===== config.mk =====
export PLATFORM = sky130hd
export DESIGN_NAME = rv_core_top
export DESIGN_NICKNAME = d
export VERILOG_FILES = /design/src/rv_core_pkg.sv /design/src/rv_decode.sv /design/src/rv_execute.sv /design/src/rv_result.sv /design/src/rv_core_top.sv
export VERILOG_INCLUDE_DIRS = /design/src /design/src/src
export SDC_FILE = /design/constraint.sdc
export NUM_CORES = 2
export LEC_CHECK = 0
export BUFFER_PORTS_ARGS = -buffer_cell sky130_fd_sc_hd__buf_2
export CAP_MARGIN = 20
export CORE_UTILIZATION = 45
export CTS_CLUSTER_DIAMETER = 40
export DETAILED_ROUTE_END_ITERATION = 10
export PLACE_DENSITY = 0.58
export SLEW_MARGIN = 20
export SYNTH_ARGS = -nofsm -noshare
export SYNTH_HDL_FRONTEND = slang
export SYNTH_SLANG_ARGS = --single-unit

===== constraint.sdc =====
create_clock -name sys_clk -period 29.2 [get_ports sys_clk]
set_input_delay 2.92 -clock sys_clk [delete_from_list [all_inputs] [get_ports sys_clk]]
set_output_delay 2.92 -clock sys_clk [all_outputs]
set_load 0.01 [all_outputs]

===== src/rv_core_settings.svh =====
`ifndef RV_CORE_SETTINGS_SVH
`define RV_CORE_SETTINGS_SVH

// Data path width in bits
`define RV_XLEN 32

// Architectural registers, x0 included
`define RV_NREGS 32

// Bits needed to index one register
`define RV_REG_W 5

`endif


===== src/rv_core_pkg.sv =====
`include "rv_core_settings.svh"

package rv_core_pkg;

    // Major opcodes handled by the core
    localparam logic [6:0] OPC_OP     = 7'b0110011;  // Register-register ALU
    localparam logic [6:0] OPC_OP_IMM = 7'b0010011;  // Register-immediate ALU
    localparam logic [6:0] OPC_LUI    = 7'b0110111;

    // Register-register format
    typedef struct packed {
        logic [6:0]           funct7;
        logic [`RV_REG_W-1:0] rs2;
        logic [`RV_REG_W-1:0] rs1;
        logic [2:0]           funct3;
        logic [`RV_REG_W-1:0] rd;
        logic [6:0]           opcode;
    } rv_r_type_t;

    // Register-immediate format
    typedef struct packed {
        logic [11:0]          imm12;
        logic [`RV_REG_W-1:0] rs1;
        logic [2:0]           funct3;
        logic [`RV_REG_W-1:0] rd;
        logic [6:0]           opcode;
    } rv_i_type_t;

    // Upper immediate format
    typedef struct packed {
        logic [19:0]          imm20;
        logic [`RV_REG_W-1:0] rd;
        logic [6:0]           opcode;
    } rv_u_type_t;

    // One instruction word seen through each format
    typedef union packed {
        rv_r_type_t r;
        rv_i_type_t i;
        rv_u_type_t u;
    } rv_instr_u;

    typedef enum logic [3:0] {
        ALU_ADD  = 4'd0,
        ALU_SUB  = 4'd1,
        ALU_AND  = 4'd2,
        ALU_OR   = 4'd3,
        ALU_XOR  = 4'd4,
        ALU_SLT  = 4'd5,
        ALU_SLTU = 4'd6,
        ALU_SLL  = 4'd7,
        ALU_SRL  = 4'd8,
        ALU_SRA  = 4'd9,
        ALU_LUI  = 4'd10   // Second operand passed straight through
    } rv_alu_op_e;

endpackage


===== src/rv_decode.sv =====
`timescale 1ns/10ps
`include "rv_core_settings.svh"

module rv_decode (
    input  logic                    sys_clk,
    input  logic                    sys_rst,
    input  logic [`RV_XLEN-1:0]     instr_i,
    input  logic                    instr_valid_i,
    output logic                    dec_valid_o,
    output logic                    dec_illegal_o,
    output rv_core_pkg::rv_alu_op_e dec_alu_op_o,
    output logic                    dec_use_imm_o,
    output logic [`RV_XLEN-1:0]     dec_imm_o,
    output logic [`RV_REG_W-1:0]    dec_rd_o,
    output logic [`RV_REG_W-1:0]    dec_rs1_o,
    output logic [`RV_REG_W-1:0]    dec_rs2_o
);

    localparam logic [2:0] F3_ADD  = 3'b000;
    localparam logic [2:0] F3_SLL  = 3'b001;
    localparam logic [2:0] F3_SLT  = 3'b010;
    localparam logic [2:0] F3_SLTU = 3'b011;
    localparam logic [2:0] F3_XOR  = 3'b100;
    localparam logic [2:0] F3_SR   = 3'b101;  // SRL and SRA
    localparam logic [2:0] F3_OR   = 3'b110;
    localparam logic [2:0] F3_AND  = 3'b111;

    localparam logic [6:0] F7_BASE = 7'b0000000;
    localparam logic [6:0] F7_ALT  = 7'b0100000;  // SUB and SRA

    rv_core_pkg::rv_instr_u  instr;
    rv_core_pkg::rv_alu_op_e alu_op;
    logic                    illegal;
    logic                    use_imm;
    logic [`RV_XLEN-1:0]     imm;
    logic [`RV_REG_W-1:0]    rs1;
    logic [`RV_REG_W-1:0]    rs2;

    assign instr = instr_i;

    always_comb begin
        alu_op  = rv_core_pkg::ALU_ADD;
        illegal = 1'b0;
        use_imm = 1'b0;
        imm     = '0;
        rs1     = '0;  // Unused operands read x0
        rs2     = '0;
        case (instr.r.opcode)
            rv_core_pkg::OPC_OP: begin
                rs1 = instr.r.rs1;
                rs2 = instr.r.rs2;
                case (instr.r.funct3)
                    F3_ADD:  alu_op = (instr.r.funct7 == F7_ALT) ? rv_core_pkg::ALU_SUB
                                                                 : rv_core_pkg::ALU_ADD;
                    F3_SLL:  alu_op = rv_core_pkg::ALU_SLL;
                    F3_SLT:  alu_op = rv_core_pkg::ALU_SLT;
                    F3_SLTU: alu_op = rv_core_pkg::ALU_SLTU;
                    F3_XOR:  alu_op = rv_core_pkg::ALU_XOR;
                    F3_SR:   alu_op = (instr.r.funct7 == F7_ALT) ? rv_core_pkg::ALU_SRA
                                                                 : rv_core_pkg::ALU_SRL;
                    F3_OR:   alu_op = rv_core_pkg::ALU_OR;
                    F3_AND:  alu_op = rv_core_pkg::ALU_AND;
                endcase
                // Alternate funct7 only valid for SUB and SRA
                if (instr.r.funct7 == F7_ALT) begin
                    illegal = (instr.r.funct3 != F3_ADD) && (instr.r.funct3 != F3_SR);
                end else if (instr.r.funct7 != F7_BASE) begin
                    illegal = 1'b1;
                end
            end
            rv_core_pkg::OPC_OP_IMM: begin
                rs1     = instr.i.rs1;
                use_imm = 1'b1;
                imm     = {{(`RV_XLEN-12){instr.i.imm12[11]}}, instr.i.imm12};
                case (instr.i.funct3)
                    F3_ADD:  alu_op = rv_core_pkg::ALU_ADD;
                    F3_SLT:  alu_op = rv_core_pkg::ALU_SLT;
                    F3_SLTU: alu_op = rv_core_pkg::ALU_SLTU;
                    F3_XOR:  alu_op = rv_core_pkg::ALU_XOR;
                    F3_OR:   alu_op = rv_core_pkg::ALU_OR;
                    F3_AND:  alu_op = rv_core_pkg::ALU_AND;
                    F3_SLL: begin
                        alu_op  = rv_core_pkg::ALU_SLL;
                        illegal = (instr.i.imm12[11:5] != F7_BASE);
                    end
                    F3_SR: begin
                        // Upper immediate bits pick logical or arithmetic
                        alu_op  = (instr.i.imm12[11:5] == F7_ALT) ? rv_core_pkg::ALU_SRA
                                                                  : rv_core_pkg::ALU_SRL;
                        illegal = (instr.i.imm12[11:5] != F7_BASE) &&
                                  (instr.i.imm12[11:5] != F7_ALT);
                    end
                endcase
            end
            rv_core_pkg::OPC_LUI: begin
                alu_op  = rv_core_pkg::ALU_LUI;
                use_imm = 1'b1;
                imm     = {instr.u.imm20, {(`RV_XLEN-20){1'b0}}};
            end
            default: illegal = 1'b1;  // Anything outside the subset
        endcase
    end

    always_ff @(posedge sys_clk or posedge sys_rst) begin
        if (sys_rst) begin
            dec_valid_o   <= 1'b0;
            dec_illegal_o <= 1'b0;
        end else begin
            dec_valid_o   <= instr_valid_i;
            dec_illegal_o <= instr_valid_i && illegal;
        end
    end

    // Decoded fields, qualified by dec_valid_o
    always_ff @(posedge sys_clk) begin
        dec_alu_op_o  <= alu_op;
        dec_use_imm_o <= use_imm;
        dec_imm_o     <= imm;
        dec_rd_o      <= instr.r.rd;
        dec_rs1_o     <= rs1;
        dec_rs2_o     <= rs2;
    end

endmodule


===== src/rv_execute.sv =====
`timescale 1ns/10ps
`include "rv_core_settings.svh"

module rv_execute (
    input  logic                    sys_clk,
    input  logic                    sys_rst,
    input  logic                    dec_valid_i,
    input  logic                    dec_illegal_i,
    input  rv_core_pkg::rv_alu_op_e dec_alu_op_i,
    input  logic                    dec_use_imm_i,
    input  logic [`RV_XLEN-1:0]     dec_imm_i,
    input  logic [`RV_REG_W-1:0]    dec_rd_i,
    input  logic [`RV_XLEN-1:0]     rs1_data_i,
    input  logic [`RV_XLEN-1:0]     rs2_data_i,
    output logic                    ex_valid_o,
    output logic                    ex_illegal_o,
    output logic [`RV_REG_W-1:0]    ex_rd_o,
    output logic [`RV_XLEN-1:0]     ex_data_o
);

    localparam int SHAMT_W = $clog2(`RV_XLEN);

    logic [`RV_XLEN-1:0] op_a;
    logic [`RV_XLEN-1:0] op_b;
    logic [`RV_XLEN-1:0] result;
    logic [SHAMT_W-1:0]  shamt;

    assign op_a  = rs1_data_i;
    assign op_b  = dec_use_imm_i ? dec_imm_i : rs2_data_i;
    assign shamt = op_b[SHAMT_W-1:0];  // Only the low bits count for shifts

    always_comb begin
        case (dec_alu_op_i)
            rv_core_pkg::ALU_ADD:  result = op_a + op_b;
            rv_core_pkg::ALU_SUB:  result = op_a - op_b;  // Wraps on underflow
            rv_core_pkg::ALU_AND:  result = op_a & op_b;
            rv_core_pkg::ALU_OR:   result = op_a | op_b;
            rv_core_pkg::ALU_XOR:  result = op_a ^ op_b;
            rv_core_pkg::ALU_SLT: begin
                result = {{(`RV_XLEN-1){1'b0}}, ($signed(op_a) < $signed(op_b))};
            end
            rv_core_pkg::ALU_SLTU: begin
                result = {{(`RV_XLEN-1){1'b0}}, (op_a < op_b)};
            end
            rv_core_pkg::ALU_SLL:  result = op_a << shamt;
            rv_core_pkg::ALU_SRL:  result = op_a >> shamt;
            rv_core_pkg::ALU_SRA:  result = $unsigned($signed(op_a) >>> shamt);
            rv_core_pkg::ALU_LUI:  result = op_b;  // Immediate already shifted by decode
            default:               result = '0;
        endcase
    end

    always_ff @(posedge sys_clk or posedge sys_rst) begin
        if (sys_rst) begin
            ex_valid_o   <= 1'b0;
            ex_illegal_o <= 1'b0;
        end else begin
            ex_valid_o   <= dec_valid_i;
            ex_illegal_o <= dec_valid_i && dec_illegal_i;
        end
    end

    always_ff @(posedge sys_clk) begin
        ex_rd_o   <= dec_rd_i;
        ex_data_o <= dec_illegal_i ? '0 : result;  // Illegal words report zero
    end

endmodule


===== src/rv_result.sv =====
`timescale 1ns/10ps
`include "rv_core_settings.svh"

module rv_result (
    input  logic                 sys_clk,
    input  logic                 sys_rst,
    input  logic                 ex_valid_i,
    input  logic                 ex_illegal_i,
    input  logic [`RV_REG_W-1:0] ex_rd_i,
    input  logic [`RV_XLEN-1:0]  ex_data_i,
    input  logic [`RV_REG_W-1:0] rs1_addr_i,
    input  logic [`RV_REG_W-1:0] rs2_addr_i,
    output logic [`RV_XLEN-1:0]  rs1_data_o,
    output logic [`RV_XLEN-1:0]  rs2_data_o,
    output logic                 wb_valid_o,
    output logic [`RV_REG_W-1:0] wb_rd_o,
    output logic [`RV_XLEN-1:0]  wb_data_o,
    output logic                 wb_illegal_o
);

    // x0 has no storage
    logic [`RV_XLEN-1:0] regs [1:`RV_NREGS-1];
    logic                wr_en;

    assign wr_en = ex_valid_i && !ex_illegal_i && (ex_rd_i != '0);

    // Stored value, or the result about to be written
    function automatic logic [`RV_XLEN-1:0] read_port(input logic [`RV_REG_W-1:0] addr);
        logic [`RV_XLEN-1:0] data;
        if (addr == '0) begin
            data = '0;
        end else if (wr_en && (ex_rd_i == addr)) begin
            data = ex_data_i;
        end else begin
            data = regs[addr];
        end
        return data;
    endfunction

    always_comb begin
        rs1_data_o = read_port(rs1_addr_i);
        rs2_data_o = read_port(rs2_addr_i);
    end

    always_ff @(posedge sys_clk or posedge sys_rst) begin
        if (sys_rst) begin
            for (int i = 1; i < `RV_NREGS; i++) begin
                regs[i] <= '0;  // Architectural state starts at zero
            end
        end else if (wr_en) begin
            regs[ex_rd_i] <= ex_data_i;
        end
    end

    // Write-back report straight from the execute registers
    assign wb_valid_o   = ex_valid_i;
    assign wb_rd_o      = ex_rd_i;
    assign wb_data_o    = ex_data_i;
    assign wb_illegal_o = ex_illegal_i;

endmodule


===== src/rv_core_top.sv =====
`timescale 1ns/10ps
`include "rv_core_settings.svh"

module rv_core_top (
    input  logic                 sys_clk,
    input  logic                 sys_rst,
    input  logic [`RV_XLEN-1:0]  instr_i,
    input  logic                 instr_valid_i,
    output logic                 wb_valid_o,
    output logic [`RV_REG_W-1:0] wb_rd_o,
    output logic [`RV_XLEN-1:0]  wb_data_o,
    output logic                 wb_illegal_o
);

    // Decode to execute
    logic                    dec_valid;
    logic                    dec_illegal;
    rv_core_pkg::rv_alu_op_e dec_alu_op;
    logic                    dec_use_imm;
    logic [`RV_XLEN-1:0]     dec_imm;
    logic [`RV_REG_W-1:0]    dec_rd;
    logic [`RV_REG_W-1:0]    dec_rs1;  // Also the register file read addresses
    logic [`RV_REG_W-1:0]    dec_rs2;

    // Register file read data, bypassed
    logic [`RV_XLEN-1:0]     rs1_data;
    logic [`RV_XLEN-1:0]     rs2_data;

    // Execute to result
    logic                    ex_valid;
    logic                    ex_illegal;
    logic [`RV_REG_W-1:0]    ex_rd;
    logic [`RV_XLEN-1:0]     ex_data;

    rv_decode u_decode (
        .sys_clk       (sys_clk),
        .sys_rst       (sys_rst),
        .instr_i       (instr_i),
        .instr_valid_i (instr_valid_i),
        .dec_valid_o   (dec_valid),
        .dec_illegal_o (dec_illegal),
        .dec_alu_op_o  (dec_alu_op),
        .dec_use_imm_o (dec_use_imm),
        .dec_imm_o     (dec_imm),
        .dec_rd_o      (dec_rd),
        .dec_rs1_o     (dec_rs1),
        .dec_rs2_o     (dec_rs2)
    );

    rv_execute u_execute (
        .sys_clk       (sys_clk),
        .sys_rst       (sys_rst),
        .dec_valid_i   (dec_valid),
        .dec_illegal_i (dec_illegal),
        .dec_alu_op_i  (dec_alu_op),
        .dec_use_imm_i (dec_use_imm),
        .dec_imm_i     (dec_imm),
        .dec_rd_i      (dec_rd),
        .rs1_data_i    (rs1_data),
        .rs2_data_i    (rs2_data),
        .ex_valid_o    (ex_valid),
        .ex_illegal_o  (ex_illegal),
        .ex_rd_o       (ex_rd),
        .ex_data_o     (ex_data)
    );

    rv_result u_result (
        .sys_clk      (sys_clk),
        .sys_rst      (sys_rst),
        .ex_valid_i   (ex_valid),
        .ex_illegal_i (ex_illegal),
        .ex_rd_i      (ex_rd),
        .ex_data_i    (ex_data),
        .rs1_addr_i   (dec_rs1),
        .rs2_addr_i   (dec_rs2),
        .rs1_data_o   (rs1_data),
        .rs2_data_o   (rs2_data),
        .wb_valid_o   (wb_valid_o),
        .wb_rd_o      (wb_rd_o),
        .wb_data_o    (wb_data_o),
        .wb_illegal_o (wb_illegal_o)
    );

endmodule


==> impl_metrics.csv <==
group,metric,value,unit
global_route,grtUsageTotal,34.36,%
worst_setup_path,timing.critical_path.buf_inv,6,
placed_design,numPortBuffers,73,
worst_setup_path,critical_path.cell_chain,"buf_4 > buf_12 > mux4_2 > a2bb2oi_1 > a21oi_1 > nand3_1 > a221oi_4 > buf_4 > buf_4 > inv_2 > buf_4 > ha_1 > nor2_1 > a221oi_1 > o41a_1 > nor4b_1 > o31ai_1 > o21ai_0 > xor2_1 > nor2_1 > a2111oi_0 > a31oi_1",
worst_setup_path,crit_path_top_delay_cell,"a2111oi_0",
timing,clock_skew,0.04061,ns
timing,worst_slack,20.55,ns
timing,final.setup.tns,0,ns
worst_setup_path,crit_fanout,107,
detailed_routing,detail_route.wl_per_cell,34.99,µm
timing,worst_slew_pin_slew,1.242,ns
synthesis,synthArstFlopShare,91.80,%
worst_setup_path,worst_path_largest_cell_delay,0.86,ns
pwr,static-leakage-power,32.51,nW
clock_network,cts_tree,"yes",
finish,nNetsFinal,5270,
clock_network,cts-buffers-inserted,181,
synthesis,postSynthAreaPerCell,12.55,µm²
floorplanning,floorplan.initialDensity,45.39,%
detailed_routing,postRouteAntennaNets,0,
floorplanning,die-area,0.1466,mm²
timing,setup_viol,0,
timing,rsz0062_at_grt,"false",
synthesis,synth_seq_cells,1085,
clock_network,clk_latency,0.84,ns
clock_network,cts_root_buffer,"clkbuf_16",
placed_design,dp_hpwl,158000,µm
worst_setup_path,rrSetupSlack,20.55,ns
floorplanning,design.core.area,0.1438,mm²
detailed_routing,detailedRoute.firstPassIterationCount,11,
finish,layout_cell_area_excl_fill,0.07393,mm²
timing,final-hold-violation-count,0,
global_route,grt_pass1_wl,361200,µm
clock_network,postCtsSetupRepairBufs,0,
clock_network,holdBufCountCts,0,
global_route,grt_overflow_total,0,
synthesis,synth-seq-area-share,40.90,%
finish,final_cell_mix,"1067 x mux2_2, 996 x dfrtp_1, 466 x mux4_2",
clock_network,cts_clk_pin_slew_worst_paths,0.06,ns
finish,filler_cells,12330,
floorplanning,die_width,382.9,µm
clock_network,clockBufferDepth,3,
hold_path,min_path_type,"flop to flop",
timing,max_freq,115.6,MHz
finish,most_frequent_standard_cell_in_the_layout_excluding_fill_and_tap_cells,"mux2_2",
timing,layout_worst_path_cycle_share,29.62,%
synthesis,synth_cell_types,96,
worst_setup_path,crit_family,"compound AO/OA/AOI/OAI gates",
timing,finalMaxSlewViolations,0,
finish,flow.area_growth_from_synthesis,13.23,%
floorplanning,die_height,382.9,µm
finish,drive_above_1_share,41.94,%
status,status,"complete, but fails checks",
pwr,vdd_ir_drop_max,0.00006560,V
clock_network,post_cts.resized_instances,0,
detailed_routing,routed_wirelength,251400,µm
timing,slew_headroom,17.21,%
worst_setup_path,critPathArrivalTime,9.31,ns
detailed_routing,vias_post_dr,48500,
clock_network,cts.sinks,1085,
worst_setup_path,startpoint_type,"flop",
flow_run,total_of_max_cap_violations,0,
global_route,largest_net_degree_at_the_start_of_global_routing,157,
synthesis,netlist_instances,5202,
placed_design,postPlaceCellArea,0.06743,mm²
worst_setup_path,critPathMostFrequentCell,"buf_4",
global_route,number_of_antenna_violations_at_the_first_check_in_global_routing,12,
timing,layout_min_cycle_time,8.648,ns
synthesis,synth.cell_area,0.06529,mm²
worst_setup_path,worstPathRequired,29.86,ns
placed_design,globalplace.congestion,1.021,
clock_network,htree_num_levels,4,
synthesis,synth_enable_flop_cells,0,
worst_setup_path,setup.worst_path.class,"flop to flop",
floorplanning,boundaryPins,74,
pwr,cellPowerDensity,52.85,mW/mm²
floorplanning,std_cell_rows,139,
synthesis,synth_ff_type,"dfrtp_1",
status,failing_checks,"DRC",
detailed_routing,vias_per_cell,6.750,
synthesis,mappedNetlistNets,5341,
synthesis,synth-warning-count,0,
worst_setup_path,timing.critical_path.to_type,"flop",
global_route,number_of_global_route_vias_before_repair,48480,
timing,fin_worst_hold_slack,0.3210,ns
detailed_routing,post-route-drc-count,8,
placed_design,pre_cts_slack,20.89,ns
detailed_routing,dr.first_iter.drc_count,5555,
## through the flow
stage | cells | util [%] | power [W]
finish | 7185 | 51.40 | 0.003907
global route | 7184 | 51.40 | 0.004010
CTS | 7183 | 51.38 | 0.003931
detailed placement | 6850 | 46.88 | 0.001665
global placement | 6850 | 46.88 | 0.001664
floorplan | 5202 | - | 0.001621
## worst paths after layout
check                                       from                      end  cells past startpoint
max                        u_decode.dec_rs2_o[1]  u_execute.ex_data_o[18]                     22
min                         u_decode.dec_rd_o[1]     u_execute.ex_rd_o[1]                      0
max reg2reg                u_decode.dec_rs2_o[1]  u_execute.ex_data_o[18]                     22
min reg2reg                 u_decode.dec_rd_o[1]     u_execute.ex_rd_o[1]                      0
max in group asynchronous                sys_rst       u_result.regs[233]                      5
min in group asynchronous                sys_rst       u_result.regs[791]                      2
## worst reg2reg max path, cell delays in order, from the launching register on
cell and delay (ns):
dfxtp_4 0.71, buf_4 0.76, buf_12 0.66, mux4_2 0.74, a2bb2oi_1 0.14, a21oi_1 0.21
nand3_1 0.30, a221oi_4 0.33, buf_4 0.37, buf_4 0.51, inv_2 0.06, buf_4 0.30
ha_1 0.39, nor2_1 0.14, a221oi_1 0.10, o41a_1 0.38, nor4b_1 0.59, o31ai_1 0.22
o21ai_0 0.24, xor2_1 0.18, nor2_1 0.10, a2111oi_0 0.86, a31oi_1 0.17
## area by class of cell
type,instances,area [µm²],share of cell area (%)
tap,1903,2381,3.221
clock inverter,116,1609,2.177
antenna,1,2.502,0.003385
sequential,1085,26740,36.17
timing repair buffer,253,1842,2.491
clock buffer,217,4867,6.584
inverter,98,371.6,0.5027
multi-input combinational,3512,36110,48.85
## power by group
group          internal (W)  total, W  switching, W
sequential          0.00151   0.00152    0.00000941
clock               0.00143   0.00227      0.000832
combinational     0.0000348  0.000117     0.0000825
## metal layers
layer	vias up	GRT usage [%]	wire length, µm
met5	-	0	27
met4	4	21.38	17700
met3	726	8.530	23260
met2	2539	50.91	111100
met1	25420	45.23	99320
li1	19810	-	-
## cell usage after synthesis, types with 10 or more instances
cell type | number | area, µm²
a21o_1 | 24 | 180.2
o22a_1 | 11 | 96.34
mux2_2 | 1067 | 12020
dfrtp_1 | 996 | 24920
nand2_1 | 250 | 938.4
o21bai_1 | 14 | 105.1
a211oi_1 | 30 | 225.2
and2_1 | 34 | 212.7
o21ai_0 | 212 | 1061
and3_1 | 27 | 168.9
nand3_1 | 84 | 420.4
o21ai_1 | 19 | 95.09
a22oi_1 | 50 | 375.4
ha_1 | 102 | 1276
buf_6 | 24 | 270.3
a221oi_1 | 66 | 578.1
nand2b_1 | 31 | 193.9
buf_4 | 26 | 195.2
clkbuf_1 | 272 | 1021
a21oi_1 | 150 | 750.7
mux2i_1 | 211 | 2112
mux4_2 | 466 | 10500
o211ai_1 | 36 | 270.3
nor2b_1 | 24 | 150.1
nor3_1 | 33 | 165.2
dfxtp_1 | 89 | 1782
xor2_1 | 18 | 157.7
a31oi_1 | 33 | 206.5
a211o_1 | 13 | 113.9
nand3b_1 | 15 | 112.6
o221ai_1 | 26 | 227.7
buf_1 | 79 | 296.5
nor2_1 | 171 | 641.9
buf_2 | 102 | 510.5
o22ai_1 | 69 | 431.7
inv_1 | 93 | 349.1
xnor2_1 | 18 | 157.7
o31ai_1 | 17 | 127.6
o21a_1 | 10 | 75.07
## state kept, by name (all words and copies together), names as in the netlist
register and count:
u_decode.dec_rs2_o 5, u_decode.dec_rs1_o 5, u_execute.ex_valid_o 1, u_decode.dec_use_imm_o 1
u_decode.dec_alu_op_o 4, u_decode.dec_rd_o 5, u_decode.dec_valid_o 1, u_result.regs 992
u_execute.ex_illegal_o 1, u_execute.ex_rd_o 5, u_decode.dec_illegal_o 1, u_decode.dec_imm_o 32
u_execute.ex_data_o 32
## cell families after synthesis
logic type      synth area share, %
compound gates                9.538
xor+xnor                     0.4829
fa+ha+maj                     2.016
buf+inv                       4.176
flops                         40.90
mux                           37.71
simple gates                  5.170
No activity file was read; power rests on OpenSTA's default activity.
